--- config.mk ---
export PLATFORM = sky130hd
export DESIGN_NAME = fm_regs_top
export DESIGN_NICKNAME = d
export VERILOG_FILES = /design/src/fm_host_pkg.sv /design/src/fm_reg_map_pkg.sv /design/src/fm_mmr.sv /design/src/fm_prescaler.sv /design/src/fm_regs_top.sv /design/src/fm_slot_regs.sv /design/src/fm_timers.sv
export SDC_FILE = /design/constraint.sdc
export NUM_CORES = 2
export LEC_CHECK = 0
export ABC_AREA = 1
export BUFFER_PORTS_ARGS = -buffer_cell sky130_fd_sc_hd__buf_2
export CORE_ASPECT_RATIO = 1.4
export CORE_MARGIN = 10
export CORE_UTILIZATION = 60
export CTS_CLUSTER_DIAMETER = 40
export DETAILED_ROUTE_END_ITERATION = 16
export MAX_ROUTING_LAYER = met4
export PLACE_DENSITY = 0.77
export SLEW_MARGIN = 20
export SYNTH_ARGS = -nofsm -noshare
export SYNTH_HDL_FRONTEND = slang
export SYNTH_HIERARCHICAL = 1
export SYNTH_SLANG_ARGS = --single-unit
--- constraint.sdc ---
create_clock -name clk -period 8.6 [get_ports clk]
set_clock_uncertainty 0.15 [all_clocks]
set_input_delay 1.72 -clock clk [delete_from_list [all_inputs] [get_ports clk]]
set_output_delay 1.72 -clock clk [all_outputs]
set_load 0.1 [all_outputs]
--- src/fm_host_pkg.sv ---
package fm_host_pkg;

	// wishbone port map, adr[1] selects the bank
	parameter logic [1:0] PORT_ADDR0 = 2'd0;
	parameter logic [1:0] PORT_DATA0 = 2'd1;
	parameter logic [1:0] PORT_ADDR1 = 2'd2;
	parameter logic [1:0] PORT_DATA1 = 2'd3;

	// status byte, returned on every read
	parameter int ST_BUSY   = 7;
	parameter int ST_FLAG_B = 1;
	parameter int ST_FLAG_A = 0;

endpackage

--- src/fm_reg_map_pkg.sv ---
package fm_reg_map_pkg;

	// global registers, bank 0 only
	parameter logic [7:0] REG_TESTYM  = 8'h21;
	parameter logic [7:0] REG_LFO     = 8'h22;
	parameter logic [7:0] REG_CLKA1   = 8'h24;
	parameter logic [7:0] REG_CLKA2   = 8'h25;
	parameter logic [7:0] REG_CLKB    = 8'h26;
	parameter logic [7:0] REG_TIMER   = 8'h27;
	parameter logic [7:0] REG_KON     = 8'h28;
	parameter logic [7:0] REG_PCM     = 8'h2A;
	parameter logic [7:0] REG_PCM_EN  = 8'h2B;
	parameter logic [7:0] REG_DACTEST = 8'h2C;
	parameter logic [7:0] REG_CLK_N6  = 8'h2D;
	parameter logic [7:0] REG_CLK_N3  = 8'h2E;
	parameter logic [7:0] REG_CLK_N2  = 8'h2F;

	// operator groups, upper nibble of the address
	// bits 3..2 pick the operator, bits 1..0 the channel
	parameter logic [3:0] GRP_DT1_MUL = 4'h3;
	parameter logic [3:0] GRP_TL      = 4'h4;
	parameter logic [3:0] GRP_KS_AR   = 4'h5;
	parameter logic [3:0] GRP_AM_D1R  = 4'h6;
	parameter logic [3:0] GRP_D2R     = 4'h7;
	parameter logic [3:0] GRP_D1L_RR  = 4'h8;
	parameter logic [3:0] GRP_SSG     = 4'h9;

	// channel groups, channel in bits 1..0
	parameter logic [7:0] GRP_FNUM_LO = 8'hA0;
	parameter logic [7:0] GRP_BLOCK   = 8'hA4;
	parameter logic [7:0] GRP_FB_ALG  = 8'hB0;
	parameter logic [7:0] GRP_PMS     = 8'hB4;

	// slot ring
	parameter int OPS_PER_CH = 4;

	// clocks per slot out of reset
	parameter int DIV_RESET = 6;

endpackage

--- src/fm_mmr.sv ---
`timescale 1ns/100ps

module fm_mmr (
	input  logic       clk,
	input  logic       rst,
	input  logic       cyc,
	input  logic       stb,
	input  logic       we,
	input  logic [1:0] adr,
	input  logic [7:0] dat_w,
	output logic [7:0] dat_r,
	output logic       ack,
	input  logic       upd_done,
	output logic       upd_req,
	output logic [7:0] upd_grp,
	output logic [2:0] upd_ch,
	output logic [1:0] upd_op,
	output logic [7:0] upd_data,
	output logic [1:0] div_sel,
	output logic       div_load,
	output logic [9:0] value_a,
	output logic [7:0] value_b,
	output logic       load_a,
	output logic       load_b,
	output logic       en_flag_a,
	output logic       en_flag_b,
	output logic       clr_a,
	output logic       clr_b,
	input  logic       flag_a,
	input  logic       flag_b,
	output logic       lfo_en,
	output logic [2:0] lfo_freq,
	output logic [8:0] pcm,
	output logic       pcm_en,
	output logic       eg_stop,
	output logic       pg_stop
);

	localparam logic [1:0] SEL_RESET =
		(fm_reg_map_pkg::DIV_RESET == 2) ? 2'd2 :
		(fm_reg_map_pkg::DIV_RESET == 3) ? 2'd1 : 2'd0;

	logic [7:0] sel_reg;
	logic       bank;
	// ack already given, wait for stb to drop
	logic       done;
	logic       is_addr;
	logic       is_data;
	logic       accept;
	logic       wr_addr;
	logic       wr_data;
	logic [7:0] ch_grp;
	logic       ch_hit;
	logic       op_hit;
	logic       kon_req;
	logic       slot_req;

	// bank 1 channels follow bank 0 ones, 0..2 then 3..5
	function automatic logic [2:0] lin_ch(input logic hi, input logic [1:0] lo);
		return hi ? 3'd3 + {1'b0, lo} : {1'b0, lo};
	endfunction

	assign is_addr = adr == fm_host_pkg::PORT_ADDR0 || adr == fm_host_pkg::PORT_ADDR1;
	assign is_data = adr == fm_host_pkg::PORT_DATA0 || adr == fm_host_pkg::PORT_DATA1;

	// data writes are held off while a slot update is in flight
	assign accept  = cyc && stb && !ack && !done && !(we && is_data && upd_req);
	// the bus is still held in the ack cycle, the write lands at its end
	assign wr_addr = ack && we && is_addr;
	assign wr_data = ack && we && is_data;

	assign ch_grp = {sel_reg[7:2], 2'b00};
	assign ch_hit = ch_grp == fm_reg_map_pkg::GRP_FNUM_LO ||
		ch_grp == fm_reg_map_pkg::GRP_BLOCK ||
		ch_grp == fm_reg_map_pkg::GRP_FB_ALG ||
		ch_grp == fm_reg_map_pkg::GRP_PMS;
	assign op_hit = sel_reg[7:4] >= fm_reg_map_pkg::GRP_DT1_MUL &&
		sel_reg[7:4] <= fm_reg_map_pkg::GRP_SSG;

	// channel codes 3 and 7 do not exist
	assign kon_req  = wr_data && !bank && sel_reg == fm_reg_map_pkg::REG_KON &&
		dat_w[1:0] != 2'b11;
	assign slot_req = wr_data && sel_reg[1:0] != 2'b11 && (ch_hit || op_hit);

	always_comb begin
		dat_r = '0;
		dat_r[fm_host_pkg::ST_BUSY]   = upd_req;
		dat_r[fm_host_pkg::ST_FLAG_B] = flag_b;
		dat_r[fm_host_pkg::ST_FLAG_A] = flag_a;
	end

	always_ff @(posedge clk) begin
		if (rst) begin
			ack       <= 1'b0;
			done      <= 1'b0;
			sel_reg   <= '0;
			bank      <= 1'b0;
			upd_req   <= 1'b0;
			div_sel   <= SEL_RESET;
			div_load  <= 1'b0;
			value_a   <= '0;
			value_b   <= '0;
			load_a    <= 1'b0;
			load_b    <= 1'b0;
			en_flag_a <= 1'b0;
			en_flag_b <= 1'b0;
			clr_a     <= 1'b0;
			clr_b     <= 1'b0;
			lfo_en    <= 1'b0;
			lfo_freq  <= '0;
			pcm       <= '0;
			pcm_en    <= 1'b0;
			eg_stop   <= 1'b0;
			pg_stop   <= 1'b0;
		end else begin
			ack      <= accept;
			div_load <= 1'b0;
			clr_a    <= 1'b0;
			clr_b    <= 1'b0;
			if (ack) begin
				done <= 1'b1;
			end else if (!stb) begin
				done <= 1'b0;
			end
			// busy is the pending request itself
			if (kon_req || slot_req) begin
				upd_req <= 1'b1;
			end else if (upd_done) begin
				upd_req <= 1'b0;
			end
			if (wr_addr) begin
				sel_reg <= dat_w;
				bank    <= adr[1];
			end
			if (wr_data && !bank) begin
				case (sel_reg)
					fm_reg_map_pkg::REG_TESTYM: begin
						eg_stop <= dat_w[5];
						pg_stop <= dat_w[3];
					end
					fm_reg_map_pkg::REG_LFO: begin
						lfo_en   <= dat_w[3];
						lfo_freq <= dat_w[2:0];
					end
					fm_reg_map_pkg::REG_CLKA1: value_a[9:2] <= dat_w;
					fm_reg_map_pkg::REG_CLKA2: value_a[1:0] <= dat_w[1:0];
					fm_reg_map_pkg::REG_CLKB:  value_b <= dat_w;
					fm_reg_map_pkg::REG_TIMER: begin
						load_a    <= dat_w[0];
						load_b    <= dat_w[1];
						en_flag_a <= dat_w[2];
						en_flag_b <= dat_w[3];
						clr_a     <= dat_w[4];
						clr_b     <= dat_w[5];
					end
					// pcm msbs in 2Ah, lsb rides on the dac test register
					fm_reg_map_pkg::REG_PCM:     pcm[8:1] <= dat_w;
					fm_reg_map_pkg::REG_DACTEST: pcm[0] <= dat_w[3];
					fm_reg_map_pkg::REG_PCM_EN:  pcm_en <= dat_w[7];
					fm_reg_map_pkg::REG_CLK_N6: begin
						div_sel  <= 2'd0;
						div_load <= 1'b1;
					end
					fm_reg_map_pkg::REG_CLK_N3: begin
						div_sel  <= 2'd1;
						div_load <= 1'b1;
					end
					fm_reg_map_pkg::REG_CLK_N2: begin
						div_sel  <= 2'd2;
						div_load <= 1'b1;
					end
					default: ;
				endcase
			end
		end
	end

	// request payload, only looked at while upd_req is high
	always_ff @(posedge clk) begin
		if (kon_req) begin
			upd_grp  <= fm_reg_map_pkg::REG_KON;
			upd_ch   <= lin_ch(dat_w[2], dat_w[1:0]);
			upd_op   <= 2'd0;
			upd_data <= dat_w;
		end else if (slot_req) begin
			upd_grp  <= ch_hit ? ch_grp : {sel_reg[7:4], 4'h0};
			upd_ch   <= lin_ch(bank, sel_reg[1:0]);
			upd_op   <= sel_reg[3:2];
			upd_data <= dat_w;
		end
	end

	a_ack_after_stb: assert property (@(posedge clk) disable iff (rst)
		ack |-> $past(cyc && stb) && !$past(ack));

	// a pending request stays put until the ring takes it
	a_upd_held: assert property (@(posedge clk) disable iff (rst)
		upd_req && !upd_done |=> upd_req && $stable(upd_grp) && $stable(upd_ch) &&
			$stable(upd_op) && $stable(upd_data));

endmodule

--- src/fm_prescaler.sv ---
`timescale 1ns/100ps

module fm_prescaler (
	input  logic       clk,
	input  logic       rst,
	input  logic [1:0] div_sel,
	input  logic       div_load,
	output logic       slot_en
);

	logic [2:0] cnt;
	logic [2:0] div_act;
	logic [2:0] div_next;

	// one pulse on the last clock of each period
	assign slot_en = cnt == div_act - 3'd1;

	always_ff @(posedge clk) begin
		if (rst) begin
			cnt      <= '0;
			div_act  <= 3'(fm_reg_map_pkg::DIV_RESET);
			div_next <= 3'(fm_reg_map_pkg::DIV_RESET);
		end else begin
			// codes 0, 1, 2 stand for 6, 3 and 2 clocks
			if (div_load) begin
				case (div_sel)
					2'd1:    div_next <= 3'd3;
					2'd2:    div_next <= 3'd2;
					default: div_next <= 3'd6;
				endcase
			end
			// new divisor only at a wrap, so no short period
			if (slot_en) begin
				cnt     <= '0;
				div_act <= div_next;
			end else begin
				cnt <= cnt + 3'd1;
			end
		end
	end

	a_slot_en_single: assert property (@(posedge clk) disable iff (rst)
		slot_en && div_act >= 3'd2 |=> !slot_en);

endmodule

--- src/fm_regs_top.sv ---
`timescale 1ns/100ps

module fm_regs_top #(
	parameter int NUM_CH = 6,
	localparam int SLOT_W = $clog2(NUM_CH * fm_reg_map_pkg::OPS_PER_CH)
) (
	input  logic              clk,
	input  logic              rst,
	input  logic              cyc,
	input  logic              stb,
	input  logic              we,
	input  logic [1:0]        adr,
	input  logic [7:0]        dat_w,
	output logic [7:0]        dat_r,
	output logic              ack,
	output logic              irq,
	output logic [SLOT_W-1:0] slot_idx,
	output logic              keyon,
	output logic [2:0]        dt1,
	output logic [3:0]        mul,
	output logic [6:0]        tl,
	output logic [1:0]        ks,
	output logic [4:0]        ar,
	output logic [4:0]        d1r,
	output logic [4:0]        d2r,
	output logic [3:0]        d1l,
	output logic [3:0]        rr,
	output logic [3:0]        ssg_eg,
	output logic [10:0]       fnum,
	output logic [2:0]        block,
	output logic [2:0]        fb,
	output logic [2:0]        alg,
	output logic              lfo_en,
	output logic [2:0]        lfo_freq,
	output logic [8:0]        pcm,
	output logic              pcm_en,
	output logic              eg_stop,
	output logic              pg_stop
);

	logic       slot_en;
	logic [1:0] div_sel;
	logic       div_load;
	logic       upd_req;
	logic [7:0] upd_grp;
	logic [2:0] upd_ch;
	logic [1:0] upd_op;
	logic [7:0] upd_data;
	logic       upd_done;
	logic [9:0] value_a;
	logic [7:0] value_b;
	logic       load_a;
	logic       load_b;
	logic       en_flag_a;
	logic       en_flag_b;
	logic       clr_a;
	logic       clr_b;
	logic       flag_a;
	logic       flag_b;
	logic       ring_wrap;

	fm_prescaler i_prescaler (
		.clk      (clk),
		.rst      (rst),
		.div_sel  (div_sel),
		.div_load (div_load),
		.slot_en  (slot_en)
	);

	fm_mmr i_mmr (
		.clk       (clk),
		.rst       (rst),
		.cyc       (cyc),
		.stb       (stb),
		.we        (we),
		.adr       (adr),
		.dat_w     (dat_w),
		.dat_r     (dat_r),
		.ack       (ack),
		.upd_done  (upd_done),
		.upd_req   (upd_req),
		.upd_grp   (upd_grp),
		.upd_ch    (upd_ch),
		.upd_op    (upd_op),
		.upd_data  (upd_data),
		.div_sel   (div_sel),
		.div_load  (div_load),
		.value_a   (value_a),
		.value_b   (value_b),
		.load_a    (load_a),
		.load_b    (load_b),
		.en_flag_a (en_flag_a),
		.en_flag_b (en_flag_b),
		.clr_a     (clr_a),
		.clr_b     (clr_b),
		.flag_a    (flag_a),
		.flag_b    (flag_b),
		.lfo_en    (lfo_en),
		.lfo_freq  (lfo_freq),
		.pcm       (pcm),
		.pcm_en    (pcm_en),
		.eg_stop   (eg_stop),
		.pg_stop   (pg_stop)
	);

	fm_slot_regs #(
		.NUM_CH (NUM_CH)
	) i_slot_regs (
		.clk       (clk),
		.rst       (rst),
		.slot_en   (slot_en),
		.upd_req   (upd_req),
		.upd_grp   (upd_grp),
		.upd_ch    (upd_ch),
		.upd_op    (upd_op),
		.upd_data  (upd_data),
		.upd_done  (upd_done),
		.slot_idx  (slot_idx),
		.keyon     (keyon),
		.dt1       (dt1),
		.mul       (mul),
		.tl        (tl),
		.ks        (ks),
		.ar        (ar),
		.d1r       (d1r),
		.d2r       (d2r),
		.d1l       (d1l),
		.rr        (rr),
		.ssg_eg    (ssg_eg),
		.fnum      (fnum),
		.block     (block),
		.fb        (fb),
		.alg       (alg),
		.ring_wrap (ring_wrap)
	);

	fm_timers #(
		.NUM_CH (NUM_CH)
	) i_timers (
		.clk       (clk),
		.rst       (rst),
		.ring_wrap (ring_wrap),
		.value_a   (value_a),
		.value_b   (value_b),
		.load_a    (load_a),
		.load_b    (load_b),
		.en_flag_a (en_flag_a),
		.en_flag_b (en_flag_b),
		.clr_a     (clr_a),
		.clr_b     (clr_b),
		.flag_a    (flag_a),
		.flag_b    (flag_b),
		.irq       (irq)
	);

endmodule

--- src/fm_slot_regs.sv ---
`timescale 1ns/100ps

module fm_slot_regs #(
	parameter int NUM_CH = 6,
	localparam int NUM_SLOT = NUM_CH * fm_reg_map_pkg::OPS_PER_CH,
	localparam int SLOT_W = $clog2(NUM_SLOT)
) (
	input  logic              clk,
	input  logic              rst,
	input  logic              slot_en,
	input  logic              upd_req,
	input  logic [7:0]        upd_grp,
	input  logic [2:0]        upd_ch,
	input  logic [1:0]        upd_op,
	input  logic [7:0]        upd_data,
	output logic              upd_done,
	output logic [SLOT_W-1:0] slot_idx,
	output logic              keyon,
	output logic [2:0]        dt1,
	output logic [3:0]        mul,
	output logic [6:0]        tl,
	output logic [1:0]        ks,
	output logic [4:0]        ar,
	output logic [4:0]        d1r,
	output logic [4:0]        d2r,
	output logic [3:0]        d1l,
	output logic [3:0]        rr,
	output logic [3:0]        ssg_eg,
	output logic [10:0]       fnum,
	output logic [2:0]        block,
	output logic [2:0]        fb,
	output logic [2:0]        alg,
	output logic              ring_wrap
);

	localparam int OPS = fm_reg_map_pkg::OPS_PER_CH;
	localparam logic [SLOT_W-1:0] LAST = SLOT_W'(NUM_SLOT - 1);

	logic [SLOT_W-1:0] cur;
	logic [SLOT_W-1:0] nxt;
	logic [2:0]        cur_ch;
	logic [2:0]        nxt_ch;
	logic [1:0]        nxt_op;
	logic              is_ch_grp;
	logic              ch_ok;
	logic              hit;
	logic              wr_slot;

	// per slot
	logic [2:0]  dt1_m [NUM_SLOT];
	logic [3:0]  mul_m [NUM_SLOT];
	logic [6:0]  tl_m  [NUM_SLOT];
	logic [1:0]  ks_m  [NUM_SLOT];
	logic [4:0]  ar_m  [NUM_SLOT];
	logic [4:0]  d1r_m [NUM_SLOT];
	logic [4:0]  d2r_m [NUM_SLOT];
	logic [3:0]  d1l_m [NUM_SLOT];
	logic [3:0]  rr_m  [NUM_SLOT];
	logic [3:0]  ssg_m [NUM_SLOT];
	logic        kon_m [NUM_SLOT];
	// per channel
	logic [10:0] fnum_m  [NUM_CH];
	logic [2:0]  block_m [NUM_CH];
	logic [2:0]  fb_m    [NUM_CH];
	logic [2:0]  alg_m   [NUM_CH];
	// block and fnum msbs from A4h, waiting for A0h
	logic [5:0]  blk_latch;

	assign nxt    = (cur == LAST) ? '0 : cur + 1'b1;
	assign cur_ch = 3'(cur / OPS);
	assign nxt_ch = 3'(nxt / OPS);
	assign nxt_op = 2'(nxt % OPS);

	// the update lands on the slot the ring is about to enter
	assign is_ch_grp = upd_grp[7:4] >= fm_reg_map_pkg::GRP_FNUM_LO[7:4] ||
		upd_grp == fm_reg_map_pkg::REG_KON;
	// bank 1 channels missing when NUM_CH is 3, complete without a write
	assign ch_ok    = upd_ch < NUM_CH;
	assign hit      = !ch_ok || (nxt_ch == upd_ch && (is_ch_grp || nxt_op == upd_op));
	assign upd_done = upd_req && slot_en && hit;
	assign wr_slot  = upd_done && ch_ok;

	always_ff @(posedge clk) begin
		if (wr_slot) begin
			case (upd_grp)
				{fm_reg_map_pkg::GRP_DT1_MUL, 4'h0}: begin
					dt1_m[nxt] <= upd_data[6:4];
					mul_m[nxt] <= upd_data[3:0];
				end
				{fm_reg_map_pkg::GRP_TL, 4'h0}: tl_m[nxt] <= upd_data[6:0];
				{fm_reg_map_pkg::GRP_KS_AR, 4'h0}: begin
					ks_m[nxt] <= upd_data[7:6];
					ar_m[nxt] <= upd_data[4:0];
				end
				// am enable in bit 7 is not carried
				{fm_reg_map_pkg::GRP_AM_D1R, 4'h0}: d1r_m[nxt] <= upd_data[4:0];
				{fm_reg_map_pkg::GRP_D2R, 4'h0}:    d2r_m[nxt] <= upd_data[4:0];
				{fm_reg_map_pkg::GRP_D1L_RR, 4'h0}: begin
					d1l_m[nxt] <= upd_data[7:4];
					rr_m[nxt]  <= upd_data[3:0];
				end
				{fm_reg_map_pkg::GRP_SSG, 4'h0}: ssg_m[nxt] <= upd_data[3:0];
				fm_reg_map_pkg::GRP_BLOCK:       blk_latch <= upd_data[5:0];
				fm_reg_map_pkg::GRP_FNUM_LO: begin
					fnum_m[nxt_ch]  <= {blk_latch[2:0], upd_data};
					block_m[nxt_ch] <= blk_latch[5:3];
				end
				fm_reg_map_pkg::GRP_FB_ALG: begin
					fb_m[nxt_ch]  <= upd_data[5:3];
					alg_m[nxt_ch] <= upd_data[2:0];
				end
				// pms and ams have no consumer yet, the write just retires
				fm_reg_map_pkg::GRP_PMS: ;
				default: ;
			endcase
		end
	end

	// key-on mask bit 4+n drives operator n of the channel
	always_ff @(posedge clk) begin
		if (rst) begin
			for (int i = 0; i < NUM_SLOT; i++) begin
				kon_m[i] <= 1'b0;
			end
		end else if (wr_slot && upd_grp == fm_reg_map_pkg::REG_KON) begin
			for (int i = 0; i < OPS; i++) begin
				kon_m[nxt_ch * OPS + i] <= upd_data[4 + i];
			end
		end
	end

	always_ff @(posedge clk) begin
		if (rst) begin
			cur       <= '0;
			slot_idx  <= '0;
			ring_wrap <= 1'b0;
			keyon     <= 1'b0;
		end else begin
			if (slot_en) begin
				cur <= nxt;
			end
			ring_wrap <= slot_en && cur == LAST;
			slot_idx  <= cur;
			keyon     <= kon_m[cur];
		end
	end

	// parameters of the current slot, one clock behind the index
	always_ff @(posedge clk) begin
		dt1    <= dt1_m[cur];
		mul    <= mul_m[cur];
		tl     <= tl_m[cur];
		ks     <= ks_m[cur];
		ar     <= ar_m[cur];
		d1r    <= d1r_m[cur];
		d2r    <= d2r_m[cur];
		d1l    <= d1l_m[cur];
		rr     <= rr_m[cur];
		ssg_eg <= ssg_m[cur];
		fnum   <= fnum_m[cur_ch];
		block  <= block_m[cur_ch];
		fb     <= fb_m[cur_ch];
		alg    <= alg_m[cur_ch];
	end

	a_slot_in_range: assert property (@(posedge clk) disable iff (rst)
		slot_idx < SLOT_W'(NUM_SLOT));

endmodule

--- src/fm_timers.sv ---
`timescale 1ns/100ps

module fm_timers #(
	parameter int NUM_CH = 6
) (
	input  logic       clk,
	input  logic       rst,
	input  logic       ring_wrap,
	input  logic [9:0] value_a,
	input  logic [7:0] value_b,
	input  logic       load_a,
	input  logic       load_b,
	input  logic       en_flag_a,
	input  logic       en_flag_b,
	input  logic       clr_a,
	input  logic       clr_b,
	output logic       flag_a,
	output logic       flag_b,
	output logic       irq
);

	localparam int RING_LEN = NUM_CH * fm_reg_map_pkg::OPS_PER_CH;

	logic [9:0] cnt_a;
	logic [7:0] cnt_b;
	logic [3:0] pre_b;
	logic       tick_b;
	logic       ovf_a;
	logic       ovf_b;

	// timer b runs 16 times slower than a
	assign tick_b = ring_wrap && pre_b == 4'hF;
	assign ovf_a  = ring_wrap && load_a && cnt_a == 10'h3FF;
	assign ovf_b  = tick_b && load_b && cnt_b == 8'hFF;
	assign irq    = flag_a || flag_b;

	always_ff @(posedge clk) begin
		if (rst) begin
			cnt_a  <= '0;
			cnt_b  <= '0;
			pre_b  <= '0;
			flag_a <= 1'b0;
			flag_b <= 1'b0;
		end else begin
			if (ring_wrap) begin
				pre_b <= pre_b + 4'd1;
			end
			// stopped timer sits at its start value
			if (!load_a || ovf_a) begin
				cnt_a <= value_a;
			end else if (ring_wrap) begin
				cnt_a <= cnt_a + 10'd1;
			end
			if (!load_b || ovf_b) begin
				cnt_b <= value_b;
			end else if (tick_b) begin
				cnt_b <= cnt_b + 8'd1;
			end
			if (ovf_a && en_flag_a) begin
				flag_a <= 1'b1;
			end else if (clr_a) begin
				flag_a <= 1'b0;
			end
			if (ovf_b && en_flag_b) begin
				flag_b <= 1'b1;
			end else if (clr_b) begin
				flag_b <= 1'b0;
			end
		end
	end

	a_flag_a_en: assert property (@(posedge clk) disable iff (rst)
		$rose(flag_a) |-> $past(en_flag_a));
	a_flag_b_en: assert property (@(posedge clk) disable iff (rst)
		$rose(flag_b) |-> $past(en_flag_b));
	// a ring lasts at least one clock per slot
	a_wrap_spacing: assert property (@(posedge clk) disable iff (rst)
		ring_wrap |=> !ring_wrap [*(RING_LEN - 1)]);

endmodule

### Word-level counts from Yosys, hierarchy flattened

Memories as Yosys holds them, arrays and structs flattened. A register that Yosys moved wholly into a read port is not among the register bits.
Index checks and enable logic that the tools add are counted.

| storage, ports and cells | value |
|---|---|
| memories | 15 |
| word-level logic and storage cells | 256 |
| bits in writable memories | 1,176 |
| bits of input ports | 15 |
| register bits after elaboration | 126 |
| output and inout bits | 95 |

| cells by class | value |
|---|---|
| $add $sub $neg | 11 |
| reduce and logical (&&, ||, !) cells | 75 |
| muxes and demuxes | 67 |
| eq/ne operators | 43 |
| bitwise gates (word level) | 2 |
| $lt $le $gt $ge | 4 |

Memory list:

| memory | depth | bits a word | rd ports | clocked after Yosys merged registers in | write ports | line | RTL |
|---|---|---|---|---|---|---|---|
| i_slot_regs.tl_m | 24 | 7 | 1 | 1 | 1 | fm_slot_regs.sv:52 | `logic [6:0] tl_m [NUM_SLOT];` |
| i_slot_regs.ar_m | 24 | 5 | 1 | 1 | 1 | fm_slot_regs.sv:54 | `logic [4:0] ar_m [NUM_SLOT];` |
| i_slot_regs.d1r_m | 24 | 5 | 1 | 1 | 1 | fm_slot_regs.sv:55 | `logic [4:0] d1r_m [NUM_SLOT];` |
| i_slot_regs.d2r_m | 24 | 5 | 1 | 1 | 1 | fm_slot_regs.sv:56 | `logic [4:0] d2r_m [NUM_SLOT];` |
| i_slot_regs.d1l_m | 24 | 4 | 1 | 1 | 1 | fm_slot_regs.sv:57 | `logic [3:0] d1l_m [NUM_SLOT];` |
| i_slot_regs.mul_m | 24 | 4 | 1 | 1 | 1 | fm_slot_regs.sv:51 | `logic [3:0] mul_m [NUM_SLOT];` |
| +9 memories | -- | -- | -- | -- | -- | -- |  |

Operator list:

| kind | count |
|---|---|
| $eq 8x6->1 const B | 15 |
| $mux 1 | 49 |
| $eq 8x8->1 const B | 6 |
| $eq 8x7->1 const B | 4 |
| $mux 8 | 4 |
| $logic_and 1x1->1 | 28 |
| $mux 5 | 5 |
| $eq 6x6->1 const B | 4 |
| $reduce_and 2->1 | 11 |
| $mux 10 | 2 |
| $logic_or 1x1->1 | 13 |
| $mux 3 | 4 |
| $reduce_bool 2->1 | 6 |
| $add 10x1->10 const B | 1 |
| $add 5x1->5 const B | 2 |
| $add 5x2->5 const B | 2 |
| $eq 10x10->1 const B | 1 |
| $add 8x1->8 const B | 1 |
| $logic_not 1->1 | 7 |
| $add 2x2->3 const A | 2 |
| $eq 2x2->1 const B | 3 |
| $eq 3x3->1 | 2 |
| $pmux 2 s3 | 1 |
| $pmux 3 s2 | 1 |
| 20 further kinds | 28 |

### Depth between registers and ports, before layout

| depth | value |
|---|---|
| depth in word-level cells | 14 |
| mapped depth | 17 |
| depth with buffers taken out | 17 |

### Cells and area by module

Netlist, hierarchy kept.

By module, submodules not included:

| module | times used | cells each | area an instance (um2) |
|---|---|---|---|
| fm_slot_regs | 1 | 3,807 | 49,523.7 |
| fm_mmr | 1 | 362 | 2,942.8 |
| fm_timers | 1 | 246 | 1,569.0 |
| fm_prescaler | 1 | 44 | 322.8 |

### Worst setup path before layout

OpenSTA, ideal clock, no wires.

| timing | value |
|---|---|
| path type | input to register |
| start point | input we |
| end point | register i_mmr.upd_ch[0] (enable) |
| arrival time | 2,724 ps |
| stages on the path | 7 |
| slack | 5,381 ps |
| path buffers | 1 |
| setup time | 345 ps |
| path through | nand2_1 -> nor2_2 -> nand2_1 -> inv_2 -> nand3_2 -> buf_2 -> nand2_1 |

| on the way | value |
|---|---|
| word-level cells in the longest chain between the ends | 6 |
| elaborated cells on any way between the ends | 8 |
| classes of those cells | 8 x reduce/logical |

Ends and longest elaborated chain:

| item | line | RTL |
|---|---|---|
| start, declared | fm_regs_top.sv:11 | `input logic we,` |
| $logic_and 1x1->1 (*) (2 in series) | fm_mmr.sv:70 | `assign wr_data = ack && we && is_data;` |
| $logic_and 1x1->1 (3 in series) | fm_mmr.sv:81 | `assign kon_req = wr_data && !bank && sel_reg == fm_reg_map_pkg::REG_KON &&` |
| $reduce_bool 2->1 (no line) (*) | -- |  |
| end signal, assigned | fm_mmr.sv:182 | `upd_ch <= lin_ch(dat_w[2], dat_w[1:0]);` |
| end signal, assigned | fm_mmr.sv:187 | `upd_ch <= lin_ch(bank, sel_reg[1:0]);` |
| end, declared | fm_mmr.sv:16 | `output logic [2:0] upd_ch,` |

Mark *: on every way between the ends. The rest lies on a longest branch, timed or not.
A chain may end at the register's enable or synchronous reset.

### Worst setup path in the final report

| timing | value |
|---|---|
| start point | register i_slot_regs.cur[2] |
| end point | memory i_slot_regs.tl_m[16][3] (enable) |

| on the way | value |
|---|---|
| word-level cells in the longest chain between the ends | 10 |
| elaborated cells on any way between the ends | 12 |
| classes of those cells | 1 x add/sub; 3 x eq/ne; 3 x mux; 5 x reduce/logical |

Ends and longest elaborated chain:

| item | line | RTL |
|---|---|---|
| start, declared | fm_slot_regs.sv:39 | `logic [SLOT_W-1:0] cur;` |
| start signal, assigned | fm_slot_regs.sv:140 | `cur <= nxt;` |
| branches (longest 1 deep; another with $add 5x1->5) | -- |  |
| $mux 5 (*) | fm_slot_regs.sv:69 | `assign nxt = (cur == LAST) ? '0 : cur + 1'b1;` |
| $eq 2x2->1 | fm_slot_regs.sv:79 | `assign hit = !ch_ok \|\| (nxt_ch == upd_ch && (is_ch_grp \|\| nxt_op == upd_op));` |
| $logic_or 1x1->1 | fm_slot_regs.sv:79 |  |
| $logic_and 1x1->1 | fm_slot_regs.sv:79 |  |
| $logic_or 1x1->1 | fm_slot_regs.sv:79 |  |
| $logic_and 1x1->1 | fm_slot_regs.sv:80 | `assign upd_done = upd_req && slot_en && hit;` |
| $logic_and 1x1->1 | fm_slot_regs.sv:81 | `assign wr_slot = upd_done && ch_ok;` |
| $mux 1 | fm_slot_regs.sv:84 | `if (wr_slot) begin` |
| $mux 1 (not written as such) | fm_slot_regs.sv:90 | `{fm_reg_map_pkg::GRP_TL, 4'h0}: tl_m[nxt] <= upd_data[6:0];` |
| end, declared | fm_slot_regs.sv:52 |  |

Mark *: on every way between the ends.

==> run summary <==
The critical path is of the register to register type. After legalization and detailed placement, the total HPWL measured 79400 um. The tools report the total negative setup slack as 0 ps. The clock net in this run drives a total of 1370 sinks. For the cell area after technology mapping, the log shows 0.0544 sq mm.

The number of hold buffers added after CTS was 0. The final critical delay including setup and external delays works out to 4840 ps. The flip-flop count of the largest register, all copies and words added works out to 168. The critical path's top delay family was buffers and inverters. The register ranked first by flip-flop count was i_slot_regs/tl_m. Max-cap violations in this run came to 0. In the final routed layout, each cell accounts on average for 23.7 um.

The largest stage delay on the critical path is 760 ps, and the async set-reset flop share out of synthesis is 0%. Prior to clock tree synthesis, the placed netlist has a worst setup slack of 3730 ps. The repair_antennas step left the layout with diodes totalling 0. The routability congestion estimate from global placement was 0.890; the clock latency on the worst-skew pair was 750 ps. Area fraction of the dominant cell type after synthesis: 66.3%.

TritonCTS built the clock tree. The flow ran to the end, and the final reports show no timing, DRC or antenna violations. Highest-delay cell along the critical path: sky130_fd_sc_hd__buf_4. The tools report the count of final max-slew check failures as 0. Setup repair after global routing left no endpoint under its margin.

In this run, distinct cell masters in the synthesized netlist total 43. The run gives 5749 as the number of non-filler instances in the completed layout. Via-per-instance ratio: 6.24. By area the synthesized netlist is led by sky130_fd_sc_hd__edfxtp_1, sky130_fd_sc_hd__dfxtp_1, sky130_fd_sc_hd__nor2_1.

The H-tree depth came out at 4. Clock-pin slew was measured on the worst setup and hold paths at 60 ps. Each instance of the synthesized netlist takes up on average 12.2 sq um. Counting every instance in the synthesized netlist gives 4459.

The number of setup buffers added after CTS is 0. In the global route stage, overall resource usage came out at 27.1%. For the via count of the first global-routing pass, the log shows 35.3k.

In this run the standard cell core region covers 0.0898 sq mm. Cells fill 66.9% of the core in the end. Measured against its own limit, the worst slew margin works out to 25.5%. Across the VDD grid, the largest voltage drop is 0.000188 V. The clock passes through at most 3 buffers. The share of the cycle needed by the critical path after routing was 56.2%; the minimum setup slack in the final design was 3760 ps. Sequential cells were found to cover 72.6% of the synthesized design area. Number of antenna violations at the first check in global routing: 1.

For this configuration, the core starts out at a cell density of 60.5%. Traced cell by cell, the critical path runs through buf_4 -> nand2_2 -> inv_2 -> nand2_4 -> nand2_1 -> nand2_1 -> nand2_1 -> nor2_1 -> nor2_1 -> nor2_4 -> nand4_4 -> buf_4 -> buf_4 -> nor3_1. The floorplan step defined a die boundary enclosing 0.103 sq mm. The die is 274 um wide. The number of nets still failing antenna checks after routing is 0. The first detailed-routing pass ran for 9 iterations. The count of input and output buffers came out at 104. Static timing analysis puts the maximum clock frequency at 207 MHz. The count of buffering cells on the critical path with inverters included is 4. The number of violations reported at the end of detailed-routing iteration 0 came out at 4579.

For this block, the routed nets add up to 136000 um of wire. Counting flops and latches in the post-synthesis netlist gives 1370. The number of synthesized flops with an enable pin is 1201, and the final setup violation count is 0. The run gives 6 as the total number of yosys warnings. The path class of the tightest hold or removal check is register to register. The first global-routing pass estimated 205000 um of wire.

The buffer cell driving the clock tree root was sky130_fd_sc_hd__clkbuf_16. STA classifies the critical path startpoint as a register. The post-route netlist has 10.2% of its cells at a drive strength greater than 1. In this run the vertical extent of the chip is 376 um. The measured slew at the worst slew-check pin was 1120 ps. Buffers inserted during clock tree synthesis total 135. The routed layout has 35.8k vias. For the layout net count, the log shows 4482. The floorplan has 130 rows.

For the worst setup path, the data arrival time is 5100 ps. In this run the count of I/O pins placed on the die edge is 110. Gates resized during post-CTS repair numbered 0. For the number of placed cells counting well taps, the log shows 5503. The run gives 0 as the DRC violations left. Global route total overflow: 0. The tightest hold path in the finished design has a slack of 317 ps.

The biggest area consumer among synthesized cells was sky130_fd_sc_hd__edfxtp_1. Along the worst path, the maximum fanout reaches 73. The logs give 292 for the maximum number of pins on one net before global-route repair and 0 for the number of endpoints with negative hold slack in the final report. STA classifies the critical path endpoint as a register. In this run the power density over the cells is 230 mW/mm^2. The most used flip-flop cell after synthesis is sky130_fd_sc_hd__edfxtp_1.

The layout overhead on the synthesized area came out at 10.4%. The cell leakage power was 0.0202 uW; the required time of the critical path was 8870 ps.
[tightest hold or removal path, cell delays in order, from the launching register on]
cell and delay [ps]:
sky130_fd_sc_hd__dfxtp_1 310, sky130_fd_sc_hd__nand2_1 60, sky130_fd_sc_hd__a21oi_1 50
[worst paths after layout]
path / cells after the start / startpoint / end / slack (ps)
setup / recovery: 14 / i_slot_regs/cur[2] / i_slot_regs/tl_m[16][3] / 3760
hold / removal: 2 / i_mmr/div_sel[1] / i_mmr/div_sel[1] / 320
setup reg to reg: 14 / i_slot_regs/cur[2] / i_slot_regs/tl_m[16][3] / 3760
hold reg to reg: 2 / i_mmr/div_sel[1] / i_mmr/div_sel[1] / 320
[through the flow]
stage / instance area (sq um) / total power, uW
after floorplan: 54400 / 7930
final: 60000 / 13800
after CTS: 60000 / 13900
after global placement: 55500 / 8130
after detailed placement: 55500 / 8140
after global routing: 60000 / 14200
[per-layer routing]
metal / wire length, um / GRT usage, % / up-vias
met5: 0 / - / -
met3: 13200 / 4.94 / 376
met4: 5540 / 11.5 / 0
met2: 68700 / 45.1 / 2079
met1: 48800 / 32.1 / 17208
li1: - / - / 16185
[Yosys cell counts (3+ instances only)]
cell                       number
sky130_fd_sc_hd__o21ai_0      614
sky130_fd_sc_hd__nand3_1       49
sky130_fd_sc_hd__o221ai_1      65
sky130_fd_sc_hd__nand2_1      410
sky130_fd_sc_hd__o211ai_1     107
sky130_fd_sc_hd__nor2_4         3
sky130_fd_sc_hd__o21ai_1       22
sky130_fd_sc_hd__xor2_1         8
sky130_fd_sc_hd__edfxtp_1    1201
sky130_fd_sc_hd__a211oi_1      43
sky130_fd_sc_hd__buf_4         16
sky130_fd_sc_hd__nor2_2        11
sky130_fd_sc_hd__or2_2          3
sky130_fd_sc_hd__buf_6          6
sky130_fd_sc_hd__nor3_2        40
sky130_fd_sc_hd__nor2_1       878
sky130_fd_sc_hd__buf_2         60
sky130_fd_sc_hd__dfxtp_1      169
sky130_fd_sc_hd__a21oi_1       92
sky130_fd_sc_hd__nor3_1       127
sky130_fd_sc_hd__nand3_2        6
sky130_fd_sc_hd__o22ai_1      112
sky130_fd_sc_hd__inv_1         96
sky130_fd_sc_hd__buf_1         23
sky130_fd_sc_hd__a32o_1        20
sky130_fd_sc_hd__inv_2         14
sky130_fd_sc_hd__a31oi_1       13
sky130_fd_sc_hd__nand2_2       10
sky130_fd_sc_hd__clkbuf_1     198
sky130_fd_sc_hd__nand4_1       13
sky130_fd_sc_hd__ha_1          13
[layout by cell type (no fill, tap or decap), types with 19 or more instances in the layout]
master | netlist | final
sky130_fd_sc_hd__a32o_1 | 20 | 20
sky130_fd_sc_hd__inv_1 | 96 | 95
sky130_fd_sc_hd__o21ai_1 | 22 | 22
sky130_fd_sc_hd__buf_2 | 60 | 104
sky130_fd_sc_hd__clkinv_1 | 1 | 21
sky130_fd_sc_hd__dfxtp_1 | 169 | 166
sky130_fd_sc_hd__nor3_1 | 127 | 121
sky130_fd_sc_hd__buf_4 | 16 | 37
sky130_fd_sc_hd__a211oi_1 | 43 | 43
sky130_fd_sc_hd__edfxtp_1 | 1201 | 1201
sky130_fd_sc_hd__o221ai_1 | 65 | 65
sky130_fd_sc_hd__nor3_2 | 40 | 44
sky130_fd_sc_hd__nand3_1 | 49 | 49
sky130_fd_sc_hd__o21ai_0 | 614 | 614
sky130_fd_sc_hd__nand2_1 | 410 | 408
sky130_fd_sc_hd__nor2_1 | 878 | 877
sky130_fd_sc_hd__o211ai_1 | 107 | 107
sky130_fd_sc_hd__a21oi_1 | 92 | 92
sky130_fd_sc_hd__clkbuf_16 | 0 | 140
sky130_fd_sc_hd__clkinv_2 | 0 | 19
sky130_fd_sc_hd__o22ai_1 | 112 | 112
[layout make-up]
type                            count  area (sq um)
Inverter                          111           432
Clock buffer                      158          3600
Timing Repair Buffer              148           937
Multi-Input combinational cell   2688         13300
Sequential cell                  1370         39500
Fill cell                        6257         29800
Clock inverter                     86           822
Tap cell                         1188          1490
[kinds of logic after synthesis]
logic type / after synthesis / synth area share [%]
compound gates: 1090 / 11.7
xor+xnor: 10 / 0.161
fa+ha+maj: 13 / 0.299
buf+inv: 414 / 3.19
flops: 1370 / 72.6
other cells: 2 / 0.0138
simple gates: 1560 / 12.1
[power breakdown]
group	leakage [uW]	switching (uW)	internal [uW]
logic	0.00578	651	143
clock network	0.00217	2470	3340
registers	0.0122	37.8	7180
No activity file was read; power rests on OpenSTA's default activity.
